==> src/common/radio_io_defs.svh <==
`ifndef RADIO_IO_DEFS_SVH
`define RADIO_IO_DEFS_SVH

// Width of one I or Q sample on the CMOS bus
`define SAMPLE_W 12

// Transmit channel sets held in the buffer
// The baseband starts with this many credits after reset
`define TX_FIFO_DEPTH 4

// Flops in the mimo input synchronizer
`define MIMO_SYNC_STAGES 2

// Cycles both paths stay idle after a mode change
`define MODE_SETTLE_CYCLES 4

`endif

==> src/common/radio_io_pkg.sv <==
`include "radio_io_defs.svh"

package radio_io_pkg;

  // One complex sample
  typedef struct packed {
    logic [`SAMPLE_W-1:0] q;
    logic [`SAMPLE_W-1:0] i;
  } iq_sample_t;

  // The two halves delivered by a DDR cell in one radio_clk cycle
  typedef struct packed {
    logic [`SAMPLE_W-1:0] rise;
    logic [`SAMPLE_W-1:0] fall;
  } ddr_half_t;

  // Rising half carries Q and falling half carries I
  typedef union packed {
    iq_sample_t iq;
    ddr_half_t  half;
  } pin_word_u;

  // Receive pins as seen after the input DDR cells
  typedef struct packed {
    pin_word_u word;
    logic      frame_rise;
    logic      frame_fall;
  } rx_pins_t;

  // Transmit pins as handed to the output DDR cells
  typedef struct packed {
    pin_word_u word;
    logic      frame_rise;
    logic      frame_fall;
  } tx_pins_t;

  // One sample per channel
  typedef struct packed {
    iq_sample_t ch0;
    iq_sample_t ch1;
  } chan_set_t;

endpackage

==> src/hdl/radio_mode_ctrl.sv <==
`timescale 1ns/1ps
`include "radio_io_defs.svh"

module radio_mode_ctrl (
  input  logic radio_clk,
  input  logic radio_rst,
  input  logic mimo_i,
  output logic mimo_mode_o,
  output logic restart_o,
  output logic busy_o
);

  localparam int SYNC_STAGES = `MIMO_SYNC_STAGES;
  localparam int SETTLE_W    = $clog2(`MODE_SETTLE_CYCLES + 1);

  logic [SYNC_STAGES-1:0] mimo_sync_q;
  logic                   mimo_synced;
  logic [SETTLE_W-1:0]    settle_cnt_q;

  assign mimo_synced = mimo_sync_q[SYNC_STAGES-1];
  assign busy_o      = (settle_cnt_q != '0);

  always_ff @(posedge radio_clk or posedge radio_rst) begin
    if (radio_rst) begin
      mimo_sync_q  <= '0;
      mimo_mode_o  <= 1'b0;
      restart_o    <= 1'b0;
      // Paths start idle out of reset as well
      settle_cnt_q <= SETTLE_W'(`MODE_SETTLE_CYCLES);
    end else begin
      mimo_sync_q <= {mimo_sync_q[SYNC_STAGES-2:0], mimo_i};
      restart_o   <= 1'b0;
      if (mimo_synced != mimo_mode_o) begin
        mimo_mode_o  <= mimo_synced;
        restart_o    <= 1'b1;
        settle_cnt_q <= SETTLE_W'(`MODE_SETTLE_CYCLES);
      end else if (settle_cnt_q != '0) begin
        settle_cnt_q <= settle_cnt_q - 1'b1;
      end
    end
  end

  // Both paths rely on restart to realign whenever the mode moves
  a_mode_with_restart: assert property (@(posedge radio_clk) disable iff (radio_rst)
    $changed(mimo_mode_o) |-> (restart_o && busy_o
                               && (mimo_mode_o == $past(mimo_i, SYNC_STAGES + 1))))
    else $error("radio_mode_ctrl: mode changed without restart");

endmodule

==> src/rx_capture/rx_deinterleave.sv <==
`timescale 1ns/1ps

module rx_deinterleave import radio_io_pkg::*; (
  input  logic      radio_clk,
  input  logic      radio_rst,
  input  rx_pins_t  rx_pins_i,
  input  logic      mimo_mode_i,
  input  logic      busy_i,
  output chan_set_t rx_set_o,
  output logic      rx_stb_o
);

  iq_sample_t rx_sample;

  // Read the word as pin halves and rebuild the sample
  always_comb begin
    rx_sample.q = rx_pins_i.word.half.rise;
    rx_sample.i = rx_pins_i.word.half.fall;
  end

  // Sample registers, steered by the frame bit in MIMO
  always_ff @(posedge radio_clk) begin
    if (mimo_mode_i) begin
      if (rx_pins_i.frame_rise) begin
        rx_set_o.ch0 <= rx_sample;
      end else begin
        rx_set_o.ch1 <= rx_sample;
      end
    end else begin
      // SISO copies every pair to both channels
      rx_set_o.ch0 <= rx_sample;
      rx_set_o.ch1 <= rx_sample;
    end
  end

  // Strobe marks a complete channel set
  always_ff @(posedge radio_clk or posedge radio_rst) begin
    if (radio_rst) begin
      rx_stb_o <= 1'b0;
    end else if (busy_i) begin
      rx_stb_o <= 1'b0;
    end else if (mimo_mode_i) begin
      // Set is complete once ch1 has landed
      rx_stb_o <= ~rx_pins_i.frame_rise;
    end else begin
      rx_stb_o <= 1'b1;
    end
  end

  // Transceiver must interleave ch0 and ch1 strictly once settled in MIMO
  a_frame_alternates: assert property (@(posedge radio_clk) disable iff (radio_rst)
    (mimo_mode_i && !busy_i) ##1 (mimo_mode_i && !busy_i)
    |-> (rx_pins_i.frame_rise != $past(rx_pins_i.frame_rise)))
    else $error("rx_deinterleave: frame_rise did not alternate in MIMO");

endmodule

==> src/tx_framer/tx_sample_fifo.sv <==
`timescale 1ns/1ps
`include "radio_io_defs.svh"

module tx_sample_fifo import radio_io_pkg::*; (
  input  logic      radio_clk,
  input  logic      radio_rst,
  input  logic      push_i,
  input  chan_set_t push_set_i,
  input  logic      pop_i,
  output chan_set_t head_o,
  output logic      empty_o,
  output logic      credit_o
);

  localparam int DEPTH = `TX_FIFO_DEPTH;
  localparam int PTR_W = (DEPTH > 1) ? $clog2(DEPTH) : 1;
  localparam int CNT_W = $clog2(DEPTH + 1);

  chan_set_t        mem [DEPTH];
  logic [PTR_W-1:0] wr_ptr_q;
  logic [PTR_W-1:0] rd_ptr_q;
  logic [CNT_W-1:0] count_q;
  logic             full;

  // Wrap for depths that are not a power of two
  function automatic logic [PTR_W-1:0] ptr_next(input logic [PTR_W-1:0] ptr);
    if (ptr == PTR_W'(DEPTH - 1)) begin
      return '0;
    end
    return ptr + 1'b1;
  endfunction

  assign head_o  = mem[rd_ptr_q];
  assign empty_o = (count_q == '0);
  assign full    = (count_q == CNT_W'(DEPTH));

  always_ff @(posedge radio_clk) begin
    if (push_i) begin
      mem[wr_ptr_q] <= push_set_i;
    end
  end

  always_ff @(posedge radio_clk or posedge radio_rst) begin
    if (radio_rst) begin
      wr_ptr_q <= '0;
      rd_ptr_q <= '0;
      count_q  <= '0;
      credit_o <= 1'b0;
    end else begin
      // Each pop hands one credit back to the baseband
      credit_o <= pop_i;
      if (push_i) begin
        wr_ptr_q <= ptr_next(wr_ptr_q);
      end
      if (pop_i) begin
        rd_ptr_q <= ptr_next(rd_ptr_q);
      end
      case ({push_i, pop_i})
        2'b10:   count_q <= count_q + 1'b1;
        2'b01:   count_q <= count_q - 1'b1;
        default: count_q <= count_q;
      endcase
    end
  end

  // Baseband credit accounting keeps pushes within the free space
  a_no_push_full: assert property (@(posedge radio_clk) disable iff (radio_rst)
    push_i |-> !full)
    else $error("tx_sample_fifo: push into full buffer");

  a_no_pop_empty: assert property (@(posedge radio_clk) disable iff (radio_rst)
    pop_i |-> !empty_o)
    else $error("tx_sample_fifo: pop from empty buffer");

endmodule

==> src/tx_framer/tx_interleave.sv <==
`timescale 1ns/1ps

module tx_interleave import radio_io_pkg::*; (
  input  logic      radio_clk,
  input  logic      radio_rst,
  input  logic      mimo_mode_i,
  input  logic      restart_i,
  input  logic      busy_i,
  input  chan_set_t head_i,
  input  logic      empty_i,
  output logic      pop_o,
  output tx_pins_t  tx_pins_o,
  output logic      underrun_o
);

  // Phase B sends the held ch1 in MIMO
  logic       phase_b_q;
  iq_sample_t ch1_hold_q;
  pin_word_u  tx_word_q;
  logic       frame_rise_q;
  logic       frame_fall_q;
  logic       pop_due;
  iq_sample_t siso_pick;

  // A new set is wanted every SISO cycle and every MIMO phase A
  assign pop_due = !busy_i && (!mimo_mode_i || !phase_b_q);
  assign pop_o   = pop_due && !empty_i;

  // SISO falls back to ch1 when ch0 is silent
  assign siso_pick = (head_i.ch0 != '0) ? head_i.ch0 : head_i.ch1;

  always_ff @(posedge radio_clk or posedge radio_rst) begin
    if (radio_rst) begin
      phase_b_q    <= 1'b0;
      frame_rise_q <= 1'b1;
      frame_fall_q <= 1'b0;
      underrun_o   <= 1'b0;
    end else begin
      underrun_o <= pop_due && empty_i;
      if (restart_i || busy_i) begin
        // Hold at phase A with its frame pattern
        phase_b_q    <= 1'b0;
        frame_rise_q <= 1'b1;
        frame_fall_q <= mimo_mode_i;
      end else if (mimo_mode_i) begin
        phase_b_q    <= ~phase_b_q;
        frame_rise_q <= ~phase_b_q;
        frame_fall_q <= ~phase_b_q;
      end else begin
        phase_b_q    <= 1'b0;
        frame_rise_q <= 1'b1;
        frame_fall_q <= 1'b0;
      end
    end
  end

  // Sample payload, encoded as a sample into the pin word
  always_ff @(posedge radio_clk) begin
    if (busy_i) begin
      tx_word_q.iq <= '0;
    end else if (mimo_mode_i && phase_b_q) begin
      tx_word_q.iq <= ch1_hold_q;
    end else if (empty_i) begin
      // Underrun sends silence on both MIMO phases
      tx_word_q.iq <= '0;
      ch1_hold_q   <= '0;
    end else if (mimo_mode_i) begin
      tx_word_q.iq <= head_i.ch0;
      ch1_hold_q   <= head_i.ch1;
    end else begin
      tx_word_q.iq <= siso_pick;
    end
  end

  always_comb begin
    tx_pins_o.word       = tx_word_q;
    tx_pins_o.frame_rise = frame_rise_q;
    tx_pins_o.frame_fall = frame_fall_q;
  end

endmodule

==> src/hdl/radio_cmos_io.sv <==
`timescale 1ns/1ps

module radio_cmos_io import radio_io_pkg::*; (
  input  logic      radio_clk,
  input  logic      radio_rst,
  input  logic      mimo_i,
  // Receive side
  input  rx_pins_t  rx_pins_i,
  output chan_set_t rx_set_o,
  output logic      rx_stb_o,
  // Transmit side
  input  chan_set_t tx_set_i,
  input  logic      tx_valid_i,
  output logic      tx_credit_o,
  output tx_pins_t  tx_pins_o,
  output logic      tx_underrun_o
);

  logic      mimo_mode;
  logic      restart;
  logic      busy;
  chan_set_t tx_head;
  logic      tx_empty;
  logic      tx_pop;

  radio_mode_ctrl radio_mode_ctrl_i (
    .radio_clk   (radio_clk),
    .radio_rst   (radio_rst),
    .mimo_i      (mimo_i),
    .mimo_mode_o (mimo_mode),
    .restart_o   (restart),
    .busy_o      (busy)
  );

  rx_deinterleave rx_deinterleave_i (
    .radio_clk   (radio_clk),
    .radio_rst   (radio_rst),
    .rx_pins_i   (rx_pins_i),
    .mimo_mode_i (mimo_mode),
    .busy_i      (busy),
    .rx_set_o    (rx_set_o),
    .rx_stb_o    (rx_stb_o)
  );

  // Baseband pushes only against credits
  tx_sample_fifo tx_sample_fifo_i (
    .radio_clk  (radio_clk),
    .radio_rst  (radio_rst),
    .push_i     (tx_valid_i),
    .push_set_i (tx_set_i),
    .pop_i      (tx_pop),
    .head_o     (tx_head),
    .empty_o    (tx_empty),
    .credit_o   (tx_credit_o)
  );

  tx_interleave tx_interleave_i (
    .radio_clk   (radio_clk),
    .radio_rst   (radio_rst),
    .mimo_mode_i (mimo_mode),
    .restart_i   (restart),
    .busy_i      (busy),
    .head_i      (tx_head),
    .empty_i     (tx_empty),
    .pop_o       (tx_pop),
    .tx_pins_o   (tx_pins_o),
    .underrun_o  (tx_underrun_o)
  );

endmodule

==> config.mk <==
export PLATFORM = sky130hd
export DESIGN_NAME = radio_cmos_io
export DESIGN_NICKNAME = d
export VERILOG_FILES = /design/src/common/radio_io_pkg.sv /design/src/hdl/radio_mode_ctrl.sv /design/src/rx_capture/rx_deinterleave.sv /design/src/tx_framer/tx_sample_fifo.sv /design/src/tx_framer/tx_interleave.sv /design/src/hdl/radio_cmos_io.sv
export VERILOG_INCLUDE_DIRS = /design/src /design/src/common
export SDC_FILE = /design/constraint.sdc
export NUM_CORES = 1
export LEC_CHECK = 0
export BUFFER_PORTS_ARGS = -buffer_cell sky130_fd_sc_hd__buf_4
export CAP_MARGIN = 20
export CORE_MARGIN = 4
export CORE_UTILIZATION = 45
export CTS_CLUSTER_DIAMETER = 100
export DETAILED_ROUTE_END_ITERATION = 7
export PLACE_DENSITY = 0.75
export SYNTH_ARGS = -nofsm -noshare
export SYNTH_HDL_FRONTEND = slang
export SYNTH_SLANG_ARGS = --single-unit
==> constraint.sdc <==
create_clock -name radio_clk -period 3.9 [get_ports radio_clk]
set_input_delay 0.39 -clock radio_clk [delete_from_list [all_inputs] [get_ports radio_clk]]
set_output_delay 0.39 -clock radio_clk [all_outputs]
set_load 0.02 [all_outputs]
==> results.json <==
{
  "critPathMaxFanout": 25,
  "maxCapViolCount": 0,
  "layout-drive-gt1-share_pct": 38.8,
  "final_nets": 817,
  "viasPerCell": 5.37,
  "skew_ns": 0.0221,
  "hold_slack_ns": -0.00246,
  "grt_pass1_wl_um": 35900,
  "powerDensity_nw_per_um2": 705,
  "clock_power_share_pct": 29.8,
  "seq_power_share_pct": 46.3,
  "grtUsageTotal_pct": 16.4,
  "grt_start_max_net_pins": 36,
  "place_area_um2": 12900,
  "ys_warn_count": 0,
  "worstPathArrival_ns": 3.37,
  "synth-adder-area-share_pct": 1.06,
  "drc_errors": 0,
  "dr.pass1.iters": 5,
  "wire_per_inst_um": 21.5,
  "drtIter0Drc": 510,
  "post-route-period-util_pct": 74.7,
  "final_cell_area_um2": 14000,
  "synth_simple_gate_area_share_pct": 3.88,
  "ant_nets": 0,
  "synthArstFlopShare_pct": 6.49,
  "fillers": 1813,
  "multi_input_area_um2": 2280,
  "tightest_slew_ns": 1.08,
  "dp.cells": 1018,
  "cts_setup_buffers": 0,
  "ys_top_cells_by_area": "edfxtp_1 70%, mux4_2 7.7%, dfxtp_1 4.2%",
  "synth_area_leader_cell": "edfxtp_1",
  "crit_type": "flop to flop",
  "synth_xor_area_share_pct": 0.385,
  "synthMuxAreaShare_pct": 10.1,
  "vias": 5792,
  "rsz0062_at_grt": "no",
  "fin_tns_setup_ns": 0,
  "slew_viol_final": 0,
  "wl_um": 23200,
  "ys_seq_elements": 308,
  "required_ns": 4.35,
  "synth_edf_count": 264,
  "cts_num_sinks": 308,
  "period_needed_ns": 2.91,
  "yosysMostFrequentCell": "edfxtp_1",
  "area_delta_synth_final_pct": 22.8,
  "comb_power_share_pct": 23.8,
  "p_sw_uw": 2800,
  "syn_nets": 640,
  "ys_types": 40,
  "intPower_uw": 7060,
  "avgSynthCellArea_um2": 20.6,
  "cts_buffers": 31,
  "final-seq-area_um2": 8910,
  "io_buffers": 153,
  "synth_seq_area_share_pct": 78.3,
  "clk_latency_ns": 0.56,
  "finalWeightedCongestion": 0.782,
  "end_kind": "flop",
  "hp-class": "input pin to async pin",
  "ios": 155,
  "finalHoldViolations": 2,
  "die_area_um2": 27900,
  "netlist_area_um2": 11400,
  "synth_ff_type": "edfxtp_1",
  "leakagePower_uw": 0.00505,
  "dieWidth_um": 167,
  "antenna_found_initial": 1,
  "synth_top_family_by_area": "multiplexers",
  "cts_buffer_depth": 3,
  "cts_tree": "yes",
  "violations": "hold timing",
  "fmax_mhz": 343,
  "synth-compound-area-share_pct": 4.45,
  "start_kind": "flop",
  "cts_resized": 0,
  "synthTopCellsByCount": "264 x edfxtp_1, 39 x mux4_2, 27 x nand2_1, 24 x dfxtp_1",
  "fp.dieH_um": 167,
  "num_rows": 57,
  "root_buffer": "clkbuf_16",
  "cts.reportedPaths.clkPinSlew_ns": 0.06,
  "instances_no_fill": 1078,
  "finalSetupViolCount": 0,
  "design.core.area_um2": 24600,
  "initial_core_util_pct": 46.3,
  "status": "complete, but fails checks",
  "grt_pass1_vias": 6069,
  "ir_worst_vdd_mv": 0.442,
  "grt_overflow": 0,
  "sw_frac_of_total_pct": 28.4,
  "netlist_instances": 553,
  "max-slew-margin-rel_pct": 27.9,
  "dp_hpwl_um": 15200,
  "yosysTopAreaCellShare_pct": 69.6,
  "h-tree-depth": 1
}
==> worst max-delay path, cell delays in order (launching register included) <==
cell and delay (ns):
dfrtp_2 0.89, buf_4 0.35, mux4_2 0.57, nor4_1 0.31, nand3_1 0.11, buf_4 0.28
o31ai_1 0.29
==> worst paths after layout <==
kind / from / slack [ns] / endpoint / cells after the start
worst max register to register: tx_sample_fifo_i.rd_ptr_q[0] / 0.99 / tx_interleave_i.tx_word_q[23] / 6
worst min-delay path: radio_rst / -0.002 / tx_sample_fifo_i.rd_ptr_q[0] / 2
worst max-delay path: tx_sample_fifo_i.rd_ptr_q[0] / 0.99 / tx_interleave_i.tx_word_q[23] / 6
min in group radio_clk: tx_set_i[45] / 0.03 / tx_sample_fifo_i.mem[2][45] / 1
worst min register to register: radio_mode_ctrl_i.mimo_sync_q[0] / 0.36 / radio_mode_ctrl_i.mimo_sync_q[1] / 0
max in group asynchronous: radio_rst / 3.35 / tx_sample_fifo_i.rd_ptr_q[1] / 2
==> cell type report <==
cell class              count  area share, %
flip-flops and latches    308           63.7
diodes                      1         0.0179
repair buffers            173           9.34
multi-input cells         205           16.3
well taps                 324           2.90
clock inverters            12           1.11
clock buffers              44           6.26
inverters                  11          0.295
==> power by group through the flow <==
stage / clock network [µW] / registers [µW] / logic, µW
3_3_place_gp: 0 / 4610 / 2290
2_1_floorplan: 0 / 4580 / 1570
5_1_grt: 3150 / 4620 / 2560
4_1_cts: 3000 / 4580 / 2390
6_report: 2940 / 4570 / 2350
3_5_place_dp: 0 / 4650 / 2370
==> registers in the layout (all words and copies together), names as in the netlist <==
name                            flops
tx_sample_fifo_i.mem              192
rx_deinterleave_i.rx_stb_o          1
tx_interleave_i.underrun_o          1
tx_sample_fifo_i.wr_ptr_q           2
rx_deinterleave_i.rx_set_o         48
tx_sample_fifo_i.credit_o           1
tx_interleave_i.phase_b_q           1
radio_mode_ctrl_i.settle_cnt_q      3
tx_interleave_i.frame_rise_q        1
tx_interleave_i.frame_fall_q        1
tx_interleave_i.ch1_hold_q         24
radio_mode_ctrl_i.restart_o         1
tx_sample_fifo_i.count_q            3
tx_interleave_i.tx_word_q          24
radio_mode_ctrl_i.mimo_sync_q       2
radio_mode_ctrl_i.mimo_mode_o       1
tx_sample_fifo_i.rd_ptr_q           2
==> cell families after synthesis <==
logic type,Yosys count
DFF,308
and+or+nand+nor,82
AOI/OAI and AO/OA,56
muxes,53
buffers and inverters,40
adders and majority gates,9
xor gates and xnor gates,5
==> layer usage <==
layer  routed length (µm)  vias to the layer above  part of all wire, %  GRT usage (%)
li1                     -                     2569                    -              -
met1                 9220                     2942                   40           21.8
met2                11800                      243                   51           28.2
met3                 1590                       38                  6.9           3.03
met4                  561                        0                  2.4           3.88
met5                    0                        -                    0              0
==> cells in the final DEF (no fill, tap or decap), drive strengths merged, types with 2 or more instances in the layout <==
cell	netlist	routed
o31ai	24	24
ha	8	8
mux2i	3	3
or3	2	2
clkbuf	14	44
dfxtp	24	24
dfrtp	18	18
xnor2	2	2
nor2	9	9
buf	15	170
xor2	3	3
dlygate4sd3	0	3
nand2	27	27
bufinv	0	3
dfstp	2	2
mux2	3	3
nor3	2	2
a21oi	3	3
nor2b	23	23
nand2b	5	5
mux4	47	47
o21ai	3	3
inv	11	14
edfxtp	264	264
clkinv	0	6
and2	4	4
nor4	6	6
a22oi	23	23
==> stage by stage <==
| step | power [µW] | util (%) | worst slack (ns) | hold WS (ns) |
|---|---|---|---|---|
| after floorplan | 6150 | - | 0.880 | 0.331 |
| after global placement | 6900 | 52.5 | 1.02 | 0.359 |
| after detailed placement | 7020 | 52.5 | 0.960 | 0.357 |
| after CTS | 9970 | 56.8 | 0.937 | 0.000218 |
| after global routing | 10300 | 56.8 | 0.696 | 0.000550 |
| final | 9860 | 56.8 | 0.986 | -0.00246 |
==> timing repair <==
item	CTS	global route
hold buffers	2	1
endpoints found under the hold margin	2	2
endpoints found under the setup margin	0	0
Power figures use the tool's default switching activity.
